===== config.mk =====
export PLATFORM = sky130hd
export DESIGN_NAME = prefix_alu_top
export DESIGN_NICKNAME = d
export VERILOG_FILES = /design/src/hw/alu_op_pkg.sv /design/src/hw/alu_status_pkg.sv /design/src/hw/lf_prefix_tree.sv /design/src/hw/prefix_adder.sv /design/src/hw/alu_cfg_regs.sv /design/src/hw/add_unit.sv /design/src/hw/prefix_alu_top.sv
export VERILOG_INCLUDE_DIRS = /design/src /design/src/include
export SDC_FILE = /design/constraint.sdc
export NUM_CORES = 1
export LEC_CHECK = 0
export BUFFER_PORTS_ARGS = -buffer_cell sky130_fd_sc_hd__buf_2
export CAP_MARGIN = 0
export CORE_ASPECT_RATIO = 1.5
export CORE_MARGIN = 2
export CORE_UTILIZATION = 25
export DETAILED_ROUTE_END_ITERATION = 8
export PLACE_DENSITY = 0.55
export SLEW_MARGIN = 20
export SYNTH_ARGS = -nofsm -noshare
export SYNTH_HDL_FRONTEND = slang
export SYNTH_SLANG_ARGS = --single-unit

===== constraint.sdc =====
create_clock -name clk -period 8.1 [get_ports clk]
set_input_delay 0 -clock clk [delete_from_list [all_inputs] [get_ports clk]]
set_output_delay 0 -clock clk [all_outputs]
set_load 0.02 [all_outputs]

===== src/include/prefix_alu_params.svh =====
// Width and latency macros for the prefix ALU, included by the RTL and the testbench
`ifndef PREFIX_ALU_PARAMS_SVH
`define PREFIX_ALU_PARAMS_SVH

// Operand and result width
`define ALU_WIDTH 16

// Cycles from the input strobe to out_valid
`define ALU_LATENCY 2

`endif


===== src/hw/alu_op_pkg.sv =====
// Opcode type shared by the configuration block, the add unit and the testbench
package alu_op_pkg;

	// Add/subtract opcodes
	// OP_SBB computes a - b - !carry_in, so carry out means no borrow
	typedef enum logic [1:0] {
		OP_ADD = 2'b00,
		OP_SUB = 2'b01,
		OP_ADC = 2'b10,
		OP_SBB = 2'b11
	} alu_op_e;

endpackage


===== src/hw/alu_status_pkg.sv =====
// Bit positions of the status flags word, used by the add unit and the testbench
package alu_status_pkg;

	// Index of each flag inside the 4-bit flags output
	typedef enum logic [1:0] {
		FLAG_C = 2'd0,
		FLAG_Z = 2'd1,
		FLAG_N = 2'd2,
		FLAG_V = 2'd3
	} flag_idx_e;

endpackage


===== src/hw/lf_prefix_tree.sv =====
// Ladner-Fischer carry network, instantiated by the prefix adder to turn bit P/G into carries
`timescale 1ns/1ps
`include "prefix_alu_params.svh"

module lf_prefix_tree (
	input  logic [`ALU_WIDTH-1:0] p,
	input  logic [`ALU_WIDTH-1:0] g,
	output logic [`ALU_WIDTH:1]   c
);

	localparam int W = `ALU_WIDTH;
	localparam int LVLS = $clog2(W);

	// Group generate/propagate per level, level 0 holds the bit pairs
	logic [LVLS:0][W-1:0] gg;
	logic [LVLS:0][W-1:0] pp;

	assign gg[0] = g;
	assign pp[0] = p;

	genvar l, i;
	generate
		// Sklansky-style combine over the odd positions only
		for (l = 1; l <= LVLS; l = l + 1) begin : g_lvl
			for (i = 0; i < W; i = i + 1) begin : g_bit
				if ((i % 2 == 1) && (((i >> (l - 1)) % 2) == 1)) begin : g_cell
					// Partner is the top of the next lower block
					localparam int J = ((i >> (l - 1)) << (l - 1)) - 1;
					assign gg[l][i] = gg[l-1][i] | (pp[l-1][i] & gg[l-1][J]);
					if (i < (1 << l)) begin : g_grey
						// Group spans down to bit 0, propagate no longer needed
						assign pp[l][i] = pp[l-1][i];
					end else begin : g_black
						assign pp[l][i] = pp[l-1][i] & pp[l-1][J];
					end
				end else begin : g_pass
					assign gg[l][i] = gg[l-1][i];
					assign pp[l][i] = pp[l-1][i];
				end
			end
		end

		// Carry k is the group generate of bits k-1 down to 0
		for (i = 0; i < W; i = i + 1) begin : g_carry
			if (i == 0) begin : g_lsb
				assign c[1] = gg[LVLS][0];
			end else if (i % 2 == 1) begin : g_odd
				assign c[i+1] = gg[LVLS][i];
			end else begin : g_even
				// Final grey row fills in the even positions
				assign c[i+1] = gg[LVLS][i] | (pp[LVLS][i] & gg[LVLS][i-1]);
			end
		end
	endgenerate

endmodule


===== src/hw/prefix_adder.sv =====
// Combinational parallel-prefix adder, used by the add unit for its second stage
`timescale 1ns/1ps
`include "prefix_alu_params.svh"

module prefix_adder (
	input  logic [`ALU_WIDTH-1:0] a,
	input  logic [`ALU_WIDTH-1:0] b,
	input  logic                  cin,
	output logic [`ALU_WIDTH-1:0] sum,
	output logic                  cout
);

	localparam int W = `ALU_WIDTH;

	// Bit P/G shifted up by one so cin becomes the generate of position 0
	logic [W:0]   p_ext;
	logic [W:0]   g_ext;
	logic [W:1]   c;

	assign p_ext = {a ^ b, 1'b0};
	assign g_ext = {a & b, cin};

	lf_prefix_tree tree_i (
		.p (p_ext[W-1:0]),
		.g (g_ext[W-1:0]),
		.c (c)
	);

	// c[k+1] is the carry into operand bit k
	assign sum  = p_ext[W:1] ^ c;
	assign cout = g_ext[W] | (p_ext[W] & c[W]);

endmodule


===== src/hw/alu_cfg_regs.sv =====
// Holds the current opcode and saturation enable, written by a one-cycle strobe
`timescale 1ns/1ps

module alu_cfg_regs
	import alu_op_pkg::*;
(
	input  logic    clk,
	input  logic    rst_n,
	input  logic    cfg_we,
	input  alu_op_e cfg_op,
	input  logic    cfg_sat,
	output alu_op_e op,
	output logic    sat_en
);

	// New setting is visible from the cycle after the write
	always_ff @(posedge clk or negedge rst_n) begin
		if (!rst_n) begin
			op     <= OP_ADD;
			sat_en <= 1'b0;
		end else if (cfg_we) begin
			op     <= cfg_op;
			sat_en <= cfg_sat;
		end
	end

endmodule


===== src/hw/add_unit.sv =====
// Two-stage add/subtract pipeline with saturation and status flags, driven by the top level
`timescale 1ns/1ps
`include "prefix_alu_params.svh"

module add_unit
	import alu_op_pkg::*;
	import alu_status_pkg::*;
(
	input  logic                  clk,
	input  logic                  rst_n,
	input  logic                  in_valid,
	input  logic [`ALU_WIDTH-1:0] a,
	input  logic [`ALU_WIDTH-1:0] b,
	input  logic                  carry_in,
	input  alu_op_e               op,
	input  logic                  sat_en,
	output logic                  out_valid,
	output logic [`ALU_WIDTH-1:0] result,
	output logic [3:0]            flags
);

	localparam int W = `ALU_WIDTH;

	logic         sub_op;
	logic         cin_d;
	logic         s1_valid;
	logic [W-1:0] s1_a;
	logic [W-1:0] s1_b;
	logic         s1_cin;
	logic         s1_sat;
	logic [W-1:0] sum;
	logic         cout;
	logic         ovf;
	logic [W-1:0] res_d;
	logic [3:0]   flags_d;

	// Operand conditioning
	always_comb begin
		sub_op = (op == OP_SUB) || (op == OP_SBB);
		case (op)
			OP_ADD: cin_d = 1'b0;
			OP_SUB: cin_d = 1'b1;
			OP_ADC: cin_d = carry_in;
			OP_SBB: cin_d = carry_in;
		endcase
	end

	always_ff @(posedge clk or negedge rst_n) begin
		if (!rst_n) begin
			s1_valid <= 1'b0;
		end else begin
			s1_valid <= in_valid;
		end
	end

	// Stage 1 payload, loaded only on a strobe
	always_ff @(posedge clk) begin
		if (in_valid) begin
			s1_a   <= a;
			s1_b   <= sub_op ? ~b : b;
			s1_cin <= cin_d;
			s1_sat <= sat_en;
		end
	end

	prefix_adder adder_i (
		.a    (s1_a),
		.b    (s1_b),
		.cin  (s1_cin),
		.sum  (sum),
		.cout (cout)
	);

	// Signed overflow against the effective b operand
	always_comb begin
		ovf = (s1_a[W-1] == s1_b[W-1]) && (sum[W-1] != s1_a[W-1]);
		if (s1_sat && ovf) begin
			// Clamp toward the sign of a
			res_d = {s1_a[W-1], {(W-1){~s1_a[W-1]}}};
		end else begin
			res_d = sum;
		end
		flags_d         = '0;
		flags_d[FLAG_C] = cout;
		flags_d[FLAG_Z] = (res_d == '0);
		flags_d[FLAG_N] = res_d[W-1];
		flags_d[FLAG_V] = ovf;
	end

	// Stage 2 output registers
	always_ff @(posedge clk or negedge rst_n) begin
		if (!rst_n) begin
			out_valid <= 1'b0;
			result    <= '0;
			flags     <= '0;
		end else begin
			out_valid <= s1_valid;
			if (s1_valid) begin
				result <= res_d;
				flags  <= flags_d;
			end
		end
	end

endmodule


===== src/hw/prefix_alu_top.sv =====
// Top level of the prefix ALU, joins the configuration register and the add pipeline
`timescale 1ns/1ps
`include "prefix_alu_params.svh"

module prefix_alu_top
	import alu_op_pkg::*;
(
	input  logic                  clk,
	input  logic                  rst_n,
	input  logic                  cfg_we,
	input  alu_op_e               cfg_op,
	input  logic                  cfg_sat,
	input  logic                  in_valid,
	input  logic [`ALU_WIDTH-1:0] a,
	input  logic [`ALU_WIDTH-1:0] b,
	input  logic                  carry_in,
	output logic                  out_valid,
	output logic [`ALU_WIDTH-1:0] result,
	output logic [3:0]            flags
);

	// Current operation setting
	alu_op_e op;
	logic    sat_en;

	alu_cfg_regs cfg_i (
		.clk     (clk),
		.rst_n   (rst_n),
		.cfg_we  (cfg_we),
		.cfg_op  (cfg_op),
		.cfg_sat (cfg_sat),
		.op      (op),
		.sat_en  (sat_en)
	);

	// Results appear ALU_LATENCY edges after the input strobe
	add_unit add_i (
		.clk       (clk),
		.rst_n     (rst_n),
		.in_valid  (in_valid),
		.a         (a),
		.b         (b),
		.carry_in  (carry_in),
		.op        (op),
		.sat_en    (sat_en),
		.out_valid (out_valid),
		.result    (result),
		.flags     (flags)
	);

endmodule


### Yosys cells after proc, flatten, opt, wreduce, memory -nomap -nowiden

Cells that the tools add are included.

* register bits after elaboration: 59
* output and inout port bits: 21
* logic and storage cells: 97

* equality and inequality tests: 5
* muxes and demuxes: 3
* bitwise logic cells: 73
* reductions and logical operators: 6

Operators with widths (number)
* 1-bit bitwise AND: 40
* 16-bit 2-to-1 mux: 2
* 16-bit XOR: 2
* 1-bit OR: 28
* 16-bit bitwise AND: 1
* 16-bit logical NOT: 1
* 16-bit NOT: 1
* 2-bit equality test (second input constant): 2
* 1-bit case mux with 3 select lines: 1
* 2-bit by 1-bit equality test with 1-bit output (second input constant): 1
* 1-bit logical AND: 2
* 2-bit logical NOT: 1
* 2-bit OR reduction: 1
* 1-bit equality test: 1
* 1-bit logical OR: 1
* 1-bit inequality test: 1
* 1-bit NOT: 1

### Longest topological paths before layout

Gate-level depths: netlist (run 1).

* depth in word-level cells: 17
* mapped depth: 12
* gate-level depth less buffers: 12

### By module

A second synthesis (run 1) with hierarchy kept.

* cells, all modules: 242
* area total of the unflattened synthesis: 3044.2 um^2

By module, submodules not included
* add_unit: times used 1, cells each 168, area an instance 2334.7 um^2, seq. area each 1546.5 um^2
* prefix_adder: times used 1, cells each 32, area an instance 342.8 um^2, seq. area each 0.0 um^2
* lf_prefix_tree: times used 1, cells each 36, area an instance 257.7 um^2, seq. area each 0.0 um^2
* alu_cfg_regs: times used 1, cells each 6, area an instance 108.9 um^2, seq. area each 75.1 um^2

### Worst setup path before layout (run 1)

OpenSTA, ideal clock, no wires.

* path kind: register to register
* start: register add_i.s1_a[0]
* end: register add_i.result[1]
* library setup time: 0.125 ns
* data arrival time: 3.012 ns
* data required time: 7.975 ns
* path slack: 4.963 ns
* cell stages (with the launch flop): 13
* path buffers: 0
* clock period less this slack: 3.137 ns
* path through: edfxtp_1 fa_1 a21o_1 nand4_1 a21oi_1 a211oi_1 o31a_1 fa_1 xor2_1 or2_1 nor2_1 a21oi_1 mux2_2

* word-level cells in the longest chain between the ends: 14
* elaborated cells on any way between the ends: 15
* classes of those cells: 1 x eq/ne; 1 x mux; 11 x bitwise; 2 x reduce/logical

RTL lines
* start: declaration: RTL line add_unit.sv:27 `logic [W-1:0] s1_a;`
* start signal: assignment: RTL line add_unit.sv:59 `s1_a <= a;`
* 16-bit XOR: RTL line prefix_adder.sv:20 `assign p_ext = {a ^ b, 1'b0};`
* 1-bit bitwise AND: RTL line lf_prefix_tree.sv:29 `assign gg[l][i] = gg[l-1][i] | (pp[l-1][i] & gg[l-1][J]);`
* 1-bit OR (*): RTL line lf_prefix_tree.sv:29
* 1-bit bitwise AND: RTL line lf_prefix_tree.sv:29
* 1-bit OR: RTL line lf_prefix_tree.sv:29
* 1-bit bitwise AND: RTL line lf_prefix_tree.sv:29
* 1-bit OR: RTL line lf_prefix_tree.sv:29
* 1-bit bitwise AND: RTL line lf_prefix_tree.sv:29
* 1-bit OR: RTL line lf_prefix_tree.sv:29
* 16-bit XOR (*): RTL line prefix_adder.sv:30 `assign sum = p_ext[W:1] ^ c;`
* 1-bit inequality test: RTL line add_unit.sv:76 `ovf = (s1_a[W-1] == s1_b[W-1]) && (sum[W-1] != s1_a[W-1]);`
* 1-bit logical AND: RTL line add_unit.sv:76
* 1-bit logical AND: RTL line add_unit.sv:77 `if (s1_sat && ovf) begin`
* 16-bit 2-to-1 mux (*): RTL line add_unit.sv:77
* end signal: assignment: RTL line add_unit.sv:99 `result <= res_d;`
* end: declaration: RTL line add_unit.sv:18 `` output logic [`ALU_WIDTH-1:0] result, ``

Mark *: on every way between the ends. The rest lies on a longest branch, timed or not.
A chain may end at the register's enable or synchronous reset.

### Worst setup path after layout (run 1)

* start: register add_i.s1_a[0]
* end: register add_i.result[3]

* word-level cells in the longest chain between the ends: 14
* elaborated cells on any way between the ends: 15
* classes of those cells: 1 x eq/ne; 1 x mux; 11 x bitwise; 2 x reduce/logical

RTL lines (RTL line)
* 16-bit XOR: prefix_adder.sv:20
* 1-bit bitwise AND: lf_prefix_tree.sv:29
* 1-bit OR (*): lf_prefix_tree.sv:29
* 1-bit bitwise AND (*): lf_prefix_tree.sv:29
* 1-bit OR (*): lf_prefix_tree.sv:29
* 1-bit bitwise AND: lf_prefix_tree.sv:29
* 1-bit OR: lf_prefix_tree.sv:29
* 1-bit bitwise AND: lf_prefix_tree.sv:29
* 1-bit OR: lf_prefix_tree.sv:29
* 16-bit XOR (*): prefix_adder.sv:30
* 1-bit inequality test: add_unit.sv:76
* 1-bit logical AND: add_unit.sv:76
* 1-bit logical AND: add_unit.sv:77
* 16-bit 2-to-1 mux (*): add_unit.sv:77

Marked as above.

==> summary.txt, run 1 <==
Floorplan
  – IO Pins: 61
  – Core footprint: 11100 sq um
  – Starting Density: 0.257
  – Chip width: 91.0 um
  – Die area: 12200 sq um
  – Row count: 47
  – Die height: 134 um

Yosys
  – Most area-hungry cell type in the Yosys netlist: edfxtp_1
  – Fraction of registers with async set/reset: 0.414
  – Yosys warning count: 0
  – Synth cell types: 33
  – Ys flop type: edfxtp_1
  – Post-Syn Nets: 286
  – Number of synthesized flops with an enable pin: 34
  – Top post-synthesis cells by area: edfxtp_1, dfrtp_1, ha_1, xor2_1, fa_1
  – Cells after synthesis: 222
  – Number of synthesized register bits: 58
  – Yosys top cell area share: 0.360
  – Syn Area/Cell: 12.8 sq um
  – Syn Std Cell Area: 2840 sq um
  – Post-synthesis sequential area ratio: 0.571

Place
  – Placer Congestion: 0.852
  – DP HPWL: 4530 um
  – Port Buffer Count: 60

Worst setup path
  – Crit path DAT: 3740 ps
  – Critical path class: reg -> reg
  – Crit path max fanout: 13
  – CP Data Required Time: 8300 ps
  – CP startpoint kind: flop
  – CP Capture Type: flop
  – Reg-to-reg slack, setup: 4570 ps

Timing
  – Hold Fails Final Rpt: 0
  – Tcrit/Tclk final: 0.436
  – Max_slew headroom: 0.312
  – Slew Limit Fails: 0
  – Final setup fails: 0
  – RSZ-0062 raised after global routing: false
  – Tmin final: 3530 ps
  – Setup Skew: 6.44 ps
  – Achievable clock frequency: 283 MHz
  – Worst-margin pin slew: 1030 ps
  – Fin Setup TNS: 0 ps
  – Fin Hold WS: 14.8 ps

Global routing
  – First-pass GRT wire length: 9920 um
  – Vias in the first global route: 2038
  – Largest net degree at the start of global routing: 36
  – Gr ovfl total: 0
  – GR Util All Layers: 0.105
  – Initial antenna violation count: 0

Clock tree
  – PostCTS Resize Cnt: 0
  – Clock-pin slew on the worst setup and hold paths: 50 ps
  – Clk Latency, worst-skew pair: 320 ps
  – Clk root buf: clkbuf_16
  – H-tree lvl count: 3
  – CTS tree: built
  – Post-CTS Setup Bufs: 0
  – Max Root-Sink Buffers: 2
  – CTS sink count: 58
  – CTS Buf Count: 9

Route
  – Pre-antenna DRT Iters: 4
  – Vias/cell: 4.10
  – DRC Markers: 0
  – Antenna Violating Nets Remaining: 0
  – DR vias: 1951
  – Wire per inst: 12.3 um
  – Post-Route WL: 5870 um
  – DR iter-0 viols: 60

Finish
  – Diode count: 0
  – Area Growth Syn to Fin: 38.5%
  – Nets: 388
  – Share of cells above drive strength 1: 0.246
  – Multi-input logic area: 1110 sq um
  – Final Util: 0.355
  – Fill cell total of the finished layout: 1156
  – Register Area: 1620 sq um

Job
  – Max-cap viol count: 0

Pwr
  – Int Power: 0.692 mW
  – Peak VDD IR: 0.000114 V
  – Switching power: 0.305 mW
  – Sw frac: 0.306
  – Logic pwr share: 0.276
  – Clock Power Share: 0.321
  – Leakage power: 1.68 nW
  – PD cells: 254 nW/um^2
  – Seq pwr share: 0.403

Status
  – Run status: finished clean

Min path
  – Worst hold path class: in -> reg
==> logic make-up after synthesis <==
family | Yosys count | share of synthesized area
AO/OA/AOI/OAI | 46 | 0.0908
XOR/XNOR | 24 | 0.0741
adder cells (fa/ha/maj) | 24 | 0.130
buffers and inverters | 26 | 0.0375
flip-flops | 58 | 0.571
multiplexers | 10 | 0.0392
AND/OR/NAND/NOR | 34 | 0.0573
==> final timing paths <==
| path | startpoint | endpoint | cells past startpoint |
|---|---|---|---|
| hold reg to reg | cfg_i.sat_en$_DFFE_PN0P_ | add_i.s1_sat$_DFFE_PP_ | 0 |
| min in group asynchronous | rst_n | add_i.result[1]$_DFFE_PN0P_ | 2 |
| setup reg to reg | add_i.s1_a[0]$_DFFE_PP_ | add_i.result[3]$_DFFE_PN0P_ | 12 |
| setup / recovery | add_i.s1_a[0]$_DFFE_PP_ | add_i.result[3]$_DFFE_PN0P_ | 12 |
| hold / removal | carry_in | add_i.s1_cin$_DFFE_PP_ | 2 |
| max in group asynchronous | rst_n | add_i.flags[0]$_DFFE_PN0P_ | 2 |
==> cells in the mapped netlist, types with 2 or more instances <==
| cell type | count |
|---|---|
| a21o_1 | 2 |
| ha_1 | 15 |
| edfxtp_1 | 34 |
| nand4_1 | 2 |
| nor2_1 | 14 |
| mux2_2 | 9 |
| nor4_1 | 2 |
| xor2_1 | 21 |
| dfrtp_1 | 24 |
| fa_1 | 9 |
| buf_4 | 2 |
| o211ai_1 | 4 |
| a21oi_1 | 28 |
| inv_1 | 18 |
| clkbuf_1 | 5 |
| nand2_1 | 7 |
| xnor2_1 | 3 |
| or2_1 | 2 |
| o21ai_0 | 7 |
==> worst max-delay path, cell delays in order, from the launching register on <==
cell	delay, ps
edfxtp_1	400
fa_1	460
a21o_1	190
nand4_1	100
a21oi_1	100
a211oi_1	320
o31a_1	230
fa_1	450
xor2_1	210
or2_1	400
nor2_1	220
a21oi_1	60
mux2_2	270
==> power by group through the flow <==
stage          clock (mW)  combinational (mW)  sequential [mW]
2_1_floorplan           0               0.139            0.440
3_3_place_gp            0               0.260            0.408
3_5_place_dp            0               0.263            0.409
4_1_cts             0.330               0.280            0.404
5_1_grt             0.340               0.310            0.410
6_report            0.320               0.275            0.402
==> metrics by stage <==
step                setup WS, ps  power [mW]  cells  instance area [sq um]
global placement            4650       0.668    421                   3280
detailed placement          4570       0.672    421                   3280
global route                4260        1.06    476                   3930
finish                      4570       0.997    476                   3930
CTS                         4550        1.01    476                   3930
floorplan                   4960       0.579    222                   2840
==> cells in the final DEF, fill, tap and decap left out, types with 14 or more instances in the layout <==
| cell | instances |
|---|---|
| buf_2 | 60 |
| ha_1 | 15 |
| a21oi_1 | 28 |
| edfxtp_1 | 34 |
| inv_1 | 18 |
| dfrtp_1 | 24 |
| dlygate4sd3_1 | 39 |
| nor2_1 | 14 |
| xor2_1 | 21 |
==> metal layers <==
layer | track usage | routed length [um]
met4 | 0.0513 | 131
met5 | 0 | 0
met1 | 0.120 | 2410
met2 | 0.180 | 3050
met3 | 0.0279 | 275
==> final cells by class <==
type / instances / area share
clock buffers: 12 / 0.0602
repair buffers: 99 / 0.176
well taps: 147 / 0.0468
inverters: 18 / 0.0172
multi-input cells: 138 / 0.282
clock inverters: 4 / 0.00509
flip-flops and latches: 58 / 0.413
==> flip-flops by register name (all words and copies together), names as in the netlist <==
| register | count |
|---|---|
| add_i.s1_cin | 1 |
| add_i.s1_b | 16 |
| cfg_i.op | 2 |
| add_i.s1_valid | 1 |
| add_i.out_valid | 1 |
| add_i.s1_a | 16 |
| add_i.flags | 4 |
| cfg_i.sat_en | 1 |
| add_i.result | 15 |
| add_i.s1_sat | 1 |
==> repair_timing <==
item                                    4_1_cts  5_1_grt
endpoints found under the setup margin        0        0
endpoints found under the hold margin        59        0
hold buffers                                 39        0
(Power assumes the default switching activity.)
==> inputs of run 2 (changes only) <==
--- a/config.mk
+++ b/config.mk
@@ -6,13 +6,14 @@
 export SDC_FILE = /design/constraint.sdc
 export NUM_CORES = 1
 export LEC_CHECK = 0
+export ABC_AREA = 1
 export BUFFER_PORTS_ARGS = -buffer_cell sky130_fd_sc_hd__buf_2
 export CAP_MARGIN = 0
 export CORE_ASPECT_RATIO = 1.5
 export CORE_MARGIN = 2
 export CORE_UTILIZATION = 25
 export DETAILED_ROUTE_END_ITERATION = 8
-export PLACE_DENSITY = 0.55
+export PLACE_DENSITY = 0.56
 export SLEW_MARGIN = 20
 export SYNTH_ARGS = -nofsm -noshare
 export SYNTH_HDL_FRONTEND = slang
==> constraint.sdc (replaced) <==
create_clock -name clk -period 3 [get_ports clk]
set_input_delay 0 -clock clk [delete_from_list [all_inputs] [get_ports clk]]
set_output_delay 0 -clock clk [all_outputs]
set_load 0.02 [all_outputs]
==> summary.txt, run 2 <==
Status
  – Run status: finished clean

Floorplan
  – Row count: 48
  – Chip width: 91.8 um
  – Core footprint: 11400 sq um
  – Die height: 136 um
  – Die area: 12500 sq um
  – IO Pins: 61
  – Starting Density: 0.254

Timing
  – Slew Limit Fails: 0
  – Worst-margin pin slew: 739 ps
  – Final setup fails: 0
  – Tmin final: 2790 ps
  – Setup ws final: 210 ps
  – Tcrit/Tclk final: 0.930
  – Hold Fails Final Rpt: 0
  – Max_slew headroom: 0.507
  – Achievable clock frequency: 358 MHz
  – Setup Skew: 5.96 ps

Finish
  – Fill cell total of the finished layout: 1163
  – Share of cells above drive strength 1: 0.266
  – Nets: 424
  – Post-route cell area: 4100 sq um
  – Commonest non-fill, non-tap cell in the layout: buf_2
  – Register Area: 1620 sq um
  – Finished Layout Cells: 515
  – Multi-input logic area: 1160 sq um
  – Area Growth Syn to Fin: 41.7%
  – Diode count: 0
  – Largest regs: add_i.s1_a: 16 flops, add_i.s1_b: 16 flops, add_i.result: 15 flops
  – Highest-count cells in the layout ignoring fill and taps: buf_2, dlygate4sd3_1, edfxtp_1

Worst setup path
  – Crit path DAT: 3000 ps
  – Worst R2R Start: add_i.s1_a[8]$_DFFE_PP_
  – Slowest cell on crit path: fa_1
  – R2R Path End: add_i.flags[1]$_DFFE_PN0P_
  – CP peak stage delay: 610 ps
  – CP Capture Type: flop
  – Levels on crit path: 16
  – Worst Setup EP: add_i.flags[1]$_DFFE_PN0P_
  – CP most frequent cell: nand2_1
  – CP startpoint kind: flop
  – CP Buf/Inv Count: 3
  – CP cell instances: ha_1 -> a21o_1 -> nand3_1 -> nand2_1 -> inv_1 -> o21ai_1 -> a21oi_2 -> fa_1 -> inv_2 -> nand2_2 -> nand4_4 -> buf_4 -> nand2_1 -> a21oi_1 -> nand3_1 -> nand2_1
  – Reg-to-reg slack, setup: 210 ps
  – CP Launch Point: add_i.s1_a[8]$_DFFE_PP_
  – CP Data Required Time: 3210 ps
  – Critical path class: reg -> reg
  – Crit path max fanout: 8
  – Worst R2R Path Depth: 16
  – Top delay family on crit path: adder cells

Yosys
  – Fraction of registers with async set/reset: 0.414
  – Commonest cells post-synth: edfxtp_1, nand2_1, dfrtp_1
  – Post-Syn Nets: 311
  – Synth cell types: 28
  – Post-synthesis sequential area ratio: 0.561
  – Ys flop type: edfxtp_1
  – Yosys warning count: 0
  – Syn Std Cell Area: 2890 sq um
  – Syn Area/Cell: 11.7 sq um
  – Most area-hungry cell type in the Yosys netlist: edfxtp_1
  – Number of synthesized flops with an enable pin: 34
  – Yosys top cell area share: 0.353
  – Top post-synthesis cells by area: edfxtp_1, dfrtp_1, ha_1, fa_1, xor2_1
  – Cells after synthesis: 247
  – Number of synthesized register bits: 58

Pwr
  – Pwr Total: 2.77 mW
  – Logic pwr share: 0.279
  – Sw frac: 0.305
  – Leakage power: 1.84 nW
  – Switching power: 0.844 mW
  – Seq pwr share: 0.377
  – PD cells: 676 nW/um^2
  – Clock Power Share: 0.344
  – Int Power: 1.93 mW
  – Peak VDD IR: 0.000290 V

Place
  – Pre-CTS setup slack: 127 ps
  – Placer Congestion: 0.729
  – DP HPWL: 4520 um
  – Port Buffer Count: 60
  – Placed Area: 3370 sq um
  – Dpl cells: 454

Job
  – Max-cap viol count: 0

Clock tree
  – Clk Latency, worst-skew pair: 330 ps
  – Clk root buf: clkbuf_16
  – CTS Buf Count: 9
  – Max Root-Sink Buffers: 2
  – Clock-pin slew on the worst setup and hold paths: 50 ps
  – CTS tree: built
  – CTS sink count: 58
  – H-tree lvl count: 3

Global routing
  – Gr ovfl total: 0
  – Initial antenna violation count: 0
  – GR Util All Layers: 0.104
  – First-pass GRT wire length: 9770 um
  – Largest net degree at the start of global routing: 36
  – Vias in the first global route: 2096

Route
  – Pre-antenna DRT Iters: 6
  – Antenna Violating Nets Remaining: 0
  – Post-Route WL: 6060 um
  – Wire per inst: 11.8 um
  – Vias/cell: 4.05
  – DRC Markers: 0
  – DR iter-0 viols: 67
  – DR vias: 2087

Min path
  – Worst hold path class: in -> reg
  – Hold Crit Start: carry_in
-- run 2: changes by cell type in the layout (fill, tap and decap cells not counted), moves of 3 or more --
cell	previous run	this run
a21oi_1	28	17
mux2_2	9	2
buf_4	0	8
nand2_2	0	3
nor2_1	14	22
nand2_1	7	33
nand3_1	0	8
o21ai_2	0	5
o211ai_1	4	0
-- run 2: worst register-to-register path, stage by stage (launching register included) --
cell and delay (ps):
edfxtp_1 370, ha_1 370, a21o_1 140, nand3_1 80, nand2_1 90, inv_1 40, o21ai_1 150, a21oi_2 60
fa_1 610, inv_2 60, nand2_2 120, nand4_4 150, buf_4 180, nand2_1 50, a21oi_1 70, nand3_1 80
nand2_1 50
-- run 2: power groups by stage --
stage          Clock, mW  Sequential [mW]  Combinational (mW)
2_1_floorplan          0             1.14               0.397
3_3_place_gp           0             1.06               0.709
3_5_place_dp           0             1.06               0.719
4_1_cts            0.979             1.05               0.762
5_1_grt             1.01             1.06               0.869
6_report           0.953             1.05               0.772
-- run 2: logic make-up after synthesis --
| group | share of synthesized area |
|---|---|
| xor+xnor | 0.0696 |
| simple gates | 0.105 |
| compound gates | 0.0843 |
| mux | 0.00778 |
| fa+ha+maj | 0.127 |
| buf+inv | 0.0458 |
| flops | 0.561 |
-- run 2: worst min-delay path by stage --
| stage | cells past startpoint | end | slack (ps) |
|---|---|---|---|
| floorplan | 0 | add_i.flags[0]$_DFFE_PN0P_ | -300 |
| global placement | 1 | cfg_i.op[1]$_DFFE_PN0P_ | 20 |
| detailed placement | 1 | cfg_i.op[1]$_DFFE_PN0P_ | 30 |
| CTS | 3 | add_i.s1_cin$_DFFE_PP_ | 40 |
| global route | 3 | add_i.s1_cin$_DFFE_PP_ | 40 |
| finish | 3 | add_i.s1_cin$_DFFE_PP_ | 20 |
-- run 2: layer usage --
layer  up-vias  part of all wire  GRT usage
met3         9             0.043     0.0295
met4         0             0.021     0.0572
li1       1067                 -          -
met5         -                 0          0
met1       953              0.40      0.113
met2        58              0.54      0.182
-- run 2: area by class of cell --
class | instances | area share
Sequential cell | 58 | 0.395
Tap cell | 150 | 0.0458
Clock inverter | 5 | 0.0113
Timing Repair inverter | 1 | 0.00183
Multi-Input combinational cell | 160 | 0.282
Timing Repair Buffer | 108 | 0.186
Inverter | 22 | 0.0211
Clock buffer | 11 | 0.0568
-- run 2: through the flow --
step | hold slack [ps] | utilization | setup TNS, ps
after global routing | 39.1 | 0.359 | -1.84
final | 17.1 | 0.359 | 0
after detailed placement | 31.9 | 0.295 | 0
after global placement | 21.4 | 0.295 | 0
after CTS | 35.9 | 0.355 | 0
after floorplan | -296 | - | 0
-- run 2: repair_timing --
| item | 4_1_cts | 5_1_grt |
|---|---|---|
| gates resized for setup | 0 | 6 |
| hold buffers | 40 | 0 |
| setup endpoints to repair | 0 | 15 |
| hold endpoints to repair | 59 | 0 |
| buffers inserted | 0 | 3 |
